[config.mk]
export PLATFORM = sky130hd
export DESIGN_NAME = seven_stage_core
export DESIGN_NICKNAME = d
export VERILOG_FILES = /design/src/verilog/rv32_isa_pkg.sv /design/src/verilog/pipe_pkg.sv /design/src/verilog/decode_unit.sv /design/src/verilog/execution_unit.sv /design/src/verilog/fetch_unit.sv /design/src/verilog/memory_writeback_unit.sv /design/src/verilog/register_file.sv /design/src/verilog/seven_stage_core.sv
export SDC_FILE = /design/constraint.sdc
export NUM_CORES = 2
export LEC_CHECK = 0
export BUFFER_PORTS_ARGS = -buffer_cell sky130_fd_sc_hd__clkbuf_2
export CAP_MARGIN = 10
export CORE_MARGIN = 5
export CORE_UTILIZATION = 65
export CTS_BUF_LIST = sky130_fd_sc_hd__clkbuf_8
export DETAILED_ROUTE_END_ITERATION = 6
export PLACE_DENSITY = 0.9
export SYNTH_ARGS = -nofsm -noshare
export SYNTH_HDL_FRONTEND = slang
export SYNTH_SLANG_ARGS = --single-unit
[constraint.sdc]
create_clock -name clock -period 5.7 [get_ports clock]
set_input_delay 0.855 -clock clock [delete_from_list [all_inputs] [get_ports clock]]
set_output_delay 0.855 -clock clock [all_outputs]
set_load 0.01 [all_outputs]
[src/verilog/rv32_isa_pkg.sv]
package rv32_isa_pkg;

  typedef logic [31:0] word_t;    // register value, address or instruction
  typedef logic [4:0]  reg_idx_t; // architectural register number

  // major opcodes kept by this core
  typedef enum logic [6:0] {
    OP_REG   = 7'b0110011,
    OP_IMM   = 7'b0010011,
    OP_LUI   = 7'b0110111,
    OP_LOAD  = 7'b0000011,
    OP_STORE = 7'b0100011
  } opcode_e;

  typedef enum logic [3:0] {
    ALU_ADD,
    ALU_SUB,
    ALU_AND,
    ALU_OR,
    ALU_XOR,
    ALU_SLL,
    ALU_SRL,
    ALU_SRA,
    ALU_SLT,
    ALU_SLTU,
    ALU_PASS_B // lui result
  } alu_op_e;

  localparam logic [2:0] F3_ADD_SUB = 3'b000;
  localparam logic [2:0] F3_SLL     = 3'b001;
  localparam logic [2:0] F3_SLT     = 3'b010;
  localparam logic [2:0] F3_SLTU    = 3'b011;
  localparam logic [2:0] F3_XOR     = 3'b100;
  localparam logic [2:0] F3_SRL_SRA = 3'b101;
  localparam logic [2:0] F3_OR      = 3'b110;
  localparam logic [2:0] F3_AND     = 3'b111;
  localparam logic [2:0] F3_WORD    = 3'b010; // lw and sw

  localparam word_t NOP_INSTR = 32'h0000_0013; // addi x0, x0, 0

endpackage

[src/verilog/pipe_pkg.sv]
package pipe_pkg;

  import rv32_isa_pkg::*;

  // decode to execute
  typedef struct packed {
    alu_op_e  alu_op;
    word_t    operand_a;
    word_t    operand_b;  // immediate already selected
    word_t    store_data;
    reg_idx_t rd;
    logic     reg_write;
    logic     mem_read;
    logic     mem_write;
  } execute_pkt_t;

  // execute to memory issue
  typedef struct packed {
    word_t    alu_result; // also the memory address
    word_t    store_data;
    reg_idx_t rd;
    logic     reg_write;
    logic     mem_read;
    logic     mem_write;
  } memory_pkt_t;

  // writeback packet, also the shape of every bypass source
  typedef struct packed {
    logic     reg_write;
    reg_idx_t rd;
    word_t    value;
  } reg_write_t;

endpackage

[src/verilog/decode_unit.sv]
`timescale 1ns/100ps

module decode_unit
  import rv32_isa_pkg::*;
  import pipe_pkg::*;
(
  input  logic         clock,
  input  logic         reset,
  input  word_t        instruction,
  input  reg_write_t   wb_write,
  input  reg_write_t   ex_fwd,
  input  reg_write_t   mi_fwd,
  input  reg_write_t   mr_fwd,
  input  reg_write_t   wb_fwd,
  output execute_pkt_t ex_pkt
);

  opcode_e      opcode;
  logic [2:0]   funct3;
  logic         alt;       // instruction bit 30, sub and sra
  reg_idx_t     rs1;
  reg_idx_t     rs2;
  reg_idx_t     rd;
  word_t        imm_i;
  word_t        imm_s;
  word_t        imm_u;
  word_t        rs1_data;
  word_t        rs2_data;
  word_t        rs1_value;
  word_t        rs2_value;
  execute_pkt_t next_pkt;

  assign opcode = opcode_e'(instruction[6:0]);
  assign funct3 = instruction[14:12];
  assign alt    = instruction[30];
  assign rs1    = instruction[19:15];
  assign rs2    = instruction[24:20];
  assign rd     = instruction[11:7];

  assign imm_i = {{20{instruction[31]}}, instruction[31:20]};
  assign imm_s = {{20{instruction[31]}}, instruction[31:25], instruction[11:7]};
  assign imm_u = {instruction[31:12], 12'b0};

  register_file rf0 (
    .clock    (clock),
    .reset    (reset),
    .rs1      (rs1),
    .rs2      (rs2),
    .write    (wb_write),
    .rs1_data (rs1_data),
    .rs2_data (rs2_data)
  );

  // youngest matching producer wins
  function automatic word_t bypass(reg_idx_t idx, word_t rf_value, reg_write_t ex,
                                   reg_write_t mi, reg_write_t mr, reg_write_t wb);
    word_t value;
    value = rf_value;
    if (idx != '0)
    begin
      if (ex.reg_write && ex.rd == idx)
        value = ex.value;
      else if (mi.reg_write && mi.rd == idx)
        value = mi.value;
      else if (mr.reg_write && mr.rd == idx)
        value = mr.value;
      else if (wb.reg_write && wb.rd == idx)
        value = wb.value; // written this cycle, not yet visible
    end
    return value;
  endfunction

  function automatic alu_op_e map_alu(logic [2:0] f3, logic is_reg, logic sel_alt);
    alu_op_e op;
    case (f3)
      F3_ADD_SUB: op = (is_reg && sel_alt) ? ALU_SUB : ALU_ADD;
      F3_SLL:     op = ALU_SLL;
      F3_SLT:     op = ALU_SLT;
      F3_SLTU:    op = ALU_SLTU;
      F3_XOR:     op = ALU_XOR;
      F3_SRL_SRA: op = sel_alt ? ALU_SRA : ALU_SRL;
      F3_OR:      op = ALU_OR;
      default:    op = ALU_AND;
    endcase
    return op;
  endfunction

  assign rs1_value = bypass(rs1, rs1_data, ex_fwd, mi_fwd, mr_fwd, wb_fwd);
  assign rs2_value = bypass(rs2, rs2_data, ex_fwd, mi_fwd, mr_fwd, wb_fwd);

  always_comb
  begin
    next_pkt            = '0; // no-op unless decoded below
    next_pkt.alu_op     = ALU_ADD;
    next_pkt.operand_a  = rs1_value;
    next_pkt.operand_b  = rs2_value;
    next_pkt.store_data = rs2_value;
    next_pkt.rd         = rd;
    case (opcode)
      OP_REG:
      begin
        next_pkt.alu_op    = map_alu(funct3, 1'b1, alt);
        next_pkt.reg_write = 1'b1;
      end
      OP_IMM:
      begin
        next_pkt.alu_op    = map_alu(funct3, 1'b0, alt);
        next_pkt.operand_b = imm_i; // shamt sits in the low 5 bits
        next_pkt.reg_write = 1'b1;
      end
      OP_LUI:
      begin
        next_pkt.alu_op    = ALU_PASS_B;
        next_pkt.operand_b = imm_u;
        next_pkt.reg_write = 1'b1;
      end
      OP_LOAD:
      begin
        next_pkt.operand_b = imm_i;
        next_pkt.reg_write = (funct3 == F3_WORD);
        next_pkt.mem_read  = (funct3 == F3_WORD);
      end
      OP_STORE:
      begin
        next_pkt.operand_b = imm_s;
        next_pkt.mem_write = (funct3 == F3_WORD);
      end
      default:
      begin
        next_pkt.reg_write = 1'b0; // unknown opcode
      end
    endcase
  end

  // execute pipe register
  always_ff @(posedge clock)
  begin
    if (reset)
      ex_pkt <= '0;
    else
      ex_pkt <= next_pkt;
  end

endmodule

[src/verilog/execution_unit.sv]
`timescale 1ns/100ps

module execution_unit
  import rv32_isa_pkg::*;
  import pipe_pkg::*;
(
  input  logic         clock,
  input  logic         reset,
  input  execute_pkt_t ex_pkt,
  output reg_write_t   ex_fwd,
  output memory_pkt_t  mem_pkt
);

  word_t      alu_result;
  logic [4:0] shamt;

  assign shamt = ex_pkt.operand_b[4:0];

  always_comb
  begin
    case (ex_pkt.alu_op)
      ALU_ADD:    alu_result = ex_pkt.operand_a + ex_pkt.operand_b;
      ALU_SUB:    alu_result = ex_pkt.operand_a - ex_pkt.operand_b;
      ALU_AND:    alu_result = ex_pkt.operand_a & ex_pkt.operand_b;
      ALU_OR:     alu_result = ex_pkt.operand_a | ex_pkt.operand_b;
      ALU_XOR:    alu_result = ex_pkt.operand_a ^ ex_pkt.operand_b;
      ALU_SLL:    alu_result = ex_pkt.operand_a << shamt;
      ALU_SRL:    alu_result = ex_pkt.operand_a >> shamt;
      ALU_SRA:    alu_result = word_t'($signed(ex_pkt.operand_a) >>> shamt);
      ALU_SLT:    alu_result = {31'b0, $signed(ex_pkt.operand_a) < $signed(ex_pkt.operand_b)};
      ALU_SLTU:   alu_result = {31'b0, ex_pkt.operand_a < ex_pkt.operand_b};
      ALU_PASS_B: alu_result = ex_pkt.operand_b;
      default:    alu_result = '0;
    endcase
  end

  // a load has only its address here
  assign ex_fwd.reg_write = ex_pkt.reg_write & ~ex_pkt.mem_read;
  assign ex_fwd.rd        = ex_pkt.rd;
  assign ex_fwd.value     = alu_result;

  // memory issue pipe register
  always_ff @(posedge clock)
  begin
    if (reset)
    begin
      mem_pkt <= '0;
    end
    else
    begin
      mem_pkt.alu_result <= alu_result;
      mem_pkt.store_data <= ex_pkt.store_data;
      mem_pkt.rd         <= ex_pkt.rd;
      mem_pkt.reg_write  <= ex_pkt.reg_write;
      mem_pkt.mem_read   <= ex_pkt.mem_read;
      mem_pkt.mem_write  <= ex_pkt.mem_write;
    end
  end

endmodule

[src/verilog/fetch_unit.sv]
`timescale 1ns/100ps

module fetch_unit
  import rv32_isa_pkg::*;
(
  input  logic  clock,
  input  logic  reset,
  input  logic  start,
  input  word_t program_address,
  input  word_t fetch_data_in,
  output logic  fetch_read,
  output word_t fetch_address_out,
  output word_t instruction
);

  typedef enum logic {
    FETCH_IDLE,
    FETCH_RUN
  } fetch_state_e;

  fetch_state_e state;
  logic         fetch_pending; // fetch_read one cycle late

  assign fetch_read = (state == FETCH_RUN);

  always_ff @(posedge clock)
  begin
    if (reset)
    begin
      state             <= FETCH_IDLE;
      fetch_address_out <= '0;
    end
    else if (state == FETCH_IDLE)
    begin
      fetch_address_out <= program_address; // first fetch address
      if (start)
        state <= FETCH_RUN;
    end
    else
    begin
      fetch_address_out <= fetch_address_out + 32'd4; // sequential words only
    end
  end

  // fetch receive stage
  always_ff @(posedge clock)
  begin
    if (reset)
    begin
      fetch_pending <= 1'b0;
      instruction   <= NOP_INSTR;
    end
    else
    begin
      fetch_pending <= fetch_read;
      instruction   <= fetch_pending ? fetch_data_in : NOP_INSTR; // bubble when idle
    end
  end

endmodule

[src/verilog/memory_writeback_unit.sv]
`timescale 1ns/100ps

module memory_writeback_unit
  import rv32_isa_pkg::*;
  import pipe_pkg::*;
(
  input  logic        clock,
  input  logic        reset,
  input  memory_pkt_t mem_pkt,
  input  word_t       memory_data_in,
  output logic        memory_read,
  output logic        memory_write,
  output word_t       memory_address_out,
  output word_t       memory_data_out,
  output reg_write_t  mi_fwd,
  output reg_write_t  mr_fwd,
  output reg_write_t  wb_fwd,
  output reg_write_t  wb_write
);

  reg_write_t receive_reg;  // value holds the alu result
  logic       receive_load; // value comes from memory instead
  reg_write_t writeback_reg;

  // memory issue stage
  assign memory_read        = mem_pkt.mem_read;
  assign memory_write       = mem_pkt.mem_write;
  assign memory_address_out = mem_pkt.alu_result;
  assign memory_data_out    = mem_pkt.store_data;

  assign mi_fwd.reg_write = mem_pkt.reg_write & ~mem_pkt.mem_read; // load data not back yet
  assign mi_fwd.rd        = mem_pkt.rd;
  assign mi_fwd.value     = mem_pkt.alu_result;

  always_ff @(posedge clock)
  begin
    if (reset)
    begin
      receive_reg  <= '0;
      receive_load <= 1'b0;
    end
    else
    begin
      receive_reg.reg_write <= mem_pkt.reg_write;
      receive_reg.rd        <= mem_pkt.rd;
      receive_reg.value     <= mem_pkt.alu_result;
      receive_load          <= mem_pkt.mem_read;
    end
  end

  // memory receive stage, read data arrives this cycle
  assign mr_fwd.reg_write = receive_reg.reg_write;
  assign mr_fwd.rd        = receive_reg.rd;
  assign mr_fwd.value     = receive_load ? memory_data_in : receive_reg.value;

  always_ff @(posedge clock)
  begin
    if (reset)
      writeback_reg <= '0;
    else
      writeback_reg <= mr_fwd;
  end

  // the writeback register feeds both the register file and the bypass
  assign wb_write = writeback_reg;
  assign wb_fwd   = writeback_reg;

endmodule

[src/verilog/register_file.sv]
`timescale 1ns/100ps

module register_file
  import rv32_isa_pkg::*;
  import pipe_pkg::*;
(
  input  logic       clock,
  input  logic       reset,
  input  reg_idx_t   rs1,
  input  reg_idx_t   rs2,
  input  reg_write_t write,
  output word_t      rs1_data,
  output word_t      rs2_data
);

  word_t regs [32];

  // asynchronous reads
  assign rs1_data = regs[rs1];
  assign rs2_data = regs[rs2];

  always_ff @(posedge clock)
  begin
    if (reset)
    begin
      for (int i = 0; i < 32; i++)
        regs[i] <= '0;
    end
    else if (write.reg_write && write.rd != '0)
    begin
      regs[write.rd] <= write.value; // x0 stays zero
    end
  end

endmodule

[src/verilog/seven_stage_core.sv]
`timescale 1ns/100ps

module seven_stage_core
  import rv32_isa_pkg::*;
  import pipe_pkg::*;
(
  input  logic  clock,
  input  logic  reset,
  input  logic  start,
  input  word_t program_address,
  input  word_t fetch_data_in,
  input  word_t memory_data_in,
  output logic  fetch_read,
  output word_t fetch_address_out,
  output logic  memory_read,
  output logic  memory_write,
  output word_t memory_address_out,
  output word_t memory_data_out
);

  word_t        instruction; // fetch receive to decode
  execute_pkt_t ex_pkt;
  memory_pkt_t  mem_pkt;
  reg_write_t   wb_write;
  reg_write_t   ex_fwd;
  reg_write_t   mi_fwd;
  reg_write_t   mr_fwd;
  reg_write_t   wb_fwd;

  fetch_unit fetch0 (
    .clock             (clock),
    .reset             (reset),
    .start             (start),
    .program_address   (program_address),
    .fetch_data_in     (fetch_data_in),
    .fetch_read        (fetch_read),
    .fetch_address_out (fetch_address_out),
    .instruction       (instruction)
  );

  decode_unit decode0 (
    .clock       (clock),
    .reset       (reset),
    .instruction (instruction),
    .wb_write    (wb_write),
    .ex_fwd      (ex_fwd),
    .mi_fwd      (mi_fwd),
    .mr_fwd      (mr_fwd),
    .wb_fwd      (wb_fwd),
    .ex_pkt      (ex_pkt)
  );

  execution_unit execute0 (
    .clock   (clock),
    .reset   (reset),
    .ex_pkt  (ex_pkt),
    .ex_fwd  (ex_fwd),
    .mem_pkt (mem_pkt)
  );

  memory_writeback_unit memwb0 (
    .clock              (clock),
    .reset              (reset),
    .mem_pkt            (mem_pkt),
    .memory_data_in     (memory_data_in),
    .memory_read        (memory_read),
    .memory_write       (memory_write),
    .memory_address_out (memory_address_out),
    .memory_data_out    (memory_data_out),
    .mi_fwd             (mi_fwd),
    .mr_fwd             (mr_fwd),
    .wb_fwd             (wb_fwd),
    .wb_write           (wb_write)
  );

endmodule
==> out/summary.txt <==
outcome: complete, but fails checks
failing checks: design-rule violations
post-route ant nets: 0
pin count of the biggest net entering global routing: 185
Total Nets Final: 6,232
Worst Tran Pin Value: 1.416 ns
final hold vios: 0
htree depth: 4
Hold Crit Class: primary input to flip-flop
placed cell area: 78,940 um2
critical path required time: 6.41 ns
first-pass GRT wire length: 406,900 um
Worst R2R Path Depth: 12
grt peak-use layer: met2
Initial Util: 0.6526
TritonCTS clock tree: yes
Avg Inst Size Synth: 12.77 um2
final setup violation count: 0
final worst path period need: 5.308 ns
clock sinks: 1,347
critical path arrival: 6.02 ns
CP Max Fanout: 14
Initial DRT Pass Iterations: 7
largest register by flop count: decode0.rf0.regs
#FFs+latches synth: 1,347
met1 GRT Util: 0.5328
max cap viols: 0
vias in the first global route: 59,000
count of final max-slew check failures: 0
family with the most delay on the worst path: compound AO/OA/AOI/OAI gates
RSZ-0062 raised after global routing: false
CP max-delay cell: a2111oi_0
Clock Tree Buf Depth: 3
Post-Syn Instances: 6,017
area leader, netlist: edfxtp_1
detailed-route DRC error count: 23
Vias/cell: 7.503
ys flop type: edfxtp_1
post-CTS setup buffers: 0
top cell type's share of synthesized area: 0.4001
Worst Setup Start Kind: flip-flop
clock skew: 0.04713 ns
design area: 82,970 um2
fraction of registers with async set/reset: 0
Worst Hold Depth: 2
Placed Cells incl. Taps: 7,353
Max-slew headroom: 0.05585
worst path bufs/invs: 1
CTS clk-pin slew, worst paths: 0.07 ns
FP Rows: 126
leak pwr: 29.69 nW
GRT overflow: 0
share of cells above drive strength 1: 0.2479
Post-synth EDFFs: 1,024
yosys warns: 0
Max Clock Freq: 188.4 MHz
registers with the most flip-flops: decode0.rf0.regs: 1024 flops, decode0.ex_pkt: 108 flops, execute0.mem_pkt: 72 flops
Worst setup EP type: flip-flop
clk_lat worst skew: 0.96 ns
cts repair resizes: 0
vias post-DR: 58,140
routed wire length: 284,800 um
Layout area overhead: 7.962%
CTS root buf: clkbuf_8
Largest register FFs: 1,024
Core Region: 117,800 um2
All-Layer GR Usage: 0.4514
detailed placer's ending HPWL: 190,200 um
DIE WIDTH: 353.8 um
Global Route met2 Usage: 0.6921
initial DRC count: 9,414
period utilization: 0.9313
Area contributors post-synth: edfxtp_1, mux4_2, and2_1, dfxtp_1, clkbuf_1
Distinct cells, synth: 100
most frequent CP cell: o22ai_1
Power Dens Cells: 278.0 nW/um2
IO buf count: 197
sequential share of the synthesized area: 0.4843
Sum Neg Setup Slack: 0 ns
die height: 353.8 um
routability congestion estimate: 1.078
antenna violations before repair: 19
CP Class: flip-flop to flip-flop
average wire per standard cell: 36.75 um
die area: 125,200 um2
worst-path cell chain: inv_1 -> ha_1 -> nor2b_1 -> or2_1 -> a221o_1 -> o32ai_2 -> o311ai_0 -> o22ai_1 -> nor2_1 -> o221ai_1 -> o22ai_1 -> a2111oi_0
commonest cells in the netlist: and2_1, edfxtp_1, mux4_2
met3 usage in global routing: 0.1431
CP Depth: 12
final instance count without filler cells: 7,749
CP max stage delay: 1.02 ns
most frequent cell after synthesis: and2_1
Cell Area, Synth: 76,850 um2
Post-CTS Hold Fix Bufs: 0
Max VDD drop: 276.9 uV
TritonCTS buffer count: 207
I/O Pins: 198
-- final cells by class --
class | count | area [um2]
clock buffer | 233 | 3207
clock inverter | 147 | 780.7
sequential | 1347 | 37260
multi-input combinational | 3972 | 36730
timing repair buffer | 389 | 2625
inverter | 109 | 409.1
fill | 7407 | 34800
tap | 1536 | 1922
antenna | 16 | 40.04
-- cells by family after synthesis --
family / count (synthesis) / synth area share
xor gates and xnor gates: 74 / 0.008434
DFF: 1347 / 0.4843
buffers and inverters: 729 / 0.04132
AOI/OAI and AO/OA: 851 / 0.07493
and+or+nand+nor: 2055 / 0.1483
muxes: 853 / 0.2251
adders and majority gates: 107 / 0.01762
other: 1 / 0.00004880
-- layout by cell type, fill, tap and decap left out, types with 25 or more instances in the layout --
cell type	n
buf_4	177
a221o_1	25
edfxtp_1	1024
and2_1	1036
dfxtp_1	308
clkbuf_2	196
clkbuf_8	233
o21ai_0	140
and3_1	28
conb_1	32
nand2_1	179
o211ai_1	43
ha_1	105
mux2i_1	98
inv_1	173
a21oi_1	213
or2_2	36
nor2_2	33
mux2_2	61
a22oi_1	26
nand3_1	57
mux4_2	693
a211oi_1	77
nor2b_1	146
o22ai_1	33
clkinv_1	44
nor2_1	361
a221oi_1	37
xor2_1	51
nor3_1	58
-- layer usage --
metal | wire length, um | part of all wire
met4 | 28650 | 0.10
met3 | 42370 | 0.15
met1 | 85570 | 0.30
met5 | 82 | 0.00029
met2 | 128100 | 0.45
-- through the flow --
step | setup slack [ns] | hold slack (ns) | power, W | utilization
after floorplan | 1.454 | 0.4138 | 0.01370 | -
after global placement | 0.8422 | 0.4193 | 0.01509 | 0.6703
after detailed placement | 0.8765 | 0.4243 | 0.01517 | 0.6703
after CTS | 0.8085 | 0.02544 | 0.02283 | 0.7042
after global routing | 0.5645 | 0.07600 | 0.02364 | 0.7043
final | 0.3917 | 0.09657 | 0.02307 | 0.7045
-- power by group --
group / switching [W] / total [W] / internal (W)
combinational: 0.00236 / 0.00370 / 0.00134
sequential: 0.000508 / 0.0115 / 0.0110
clock: 0.00393 / 0.00789 / 0.00396
total: 0.00679 / 0.0231 / 0.0163
-- worst paths after layout --
path	start	to	slack [ns]
max reg2reg	decode0.ex_pkt[78]$_SDFF_PP0_	decode0.ex_pkt[87]$_SDFF_PP0_	0.39
min reg2reg	decode0.ex_pkt[31]$_SDFF_PP0_	execute0.mem_pkt[31]$_SDFF_PP0_	0.44
min	fetch_data_in[0]	fetch0.instruction[0]$_SDFF_PP1_	0.1
max	decode0.ex_pkt[78]$_SDFF_PP0_	decode0.ex_pkt[87]$_SDFF_PP0_	0.39
Note: power is estimated with default switching activity, not from simulation.
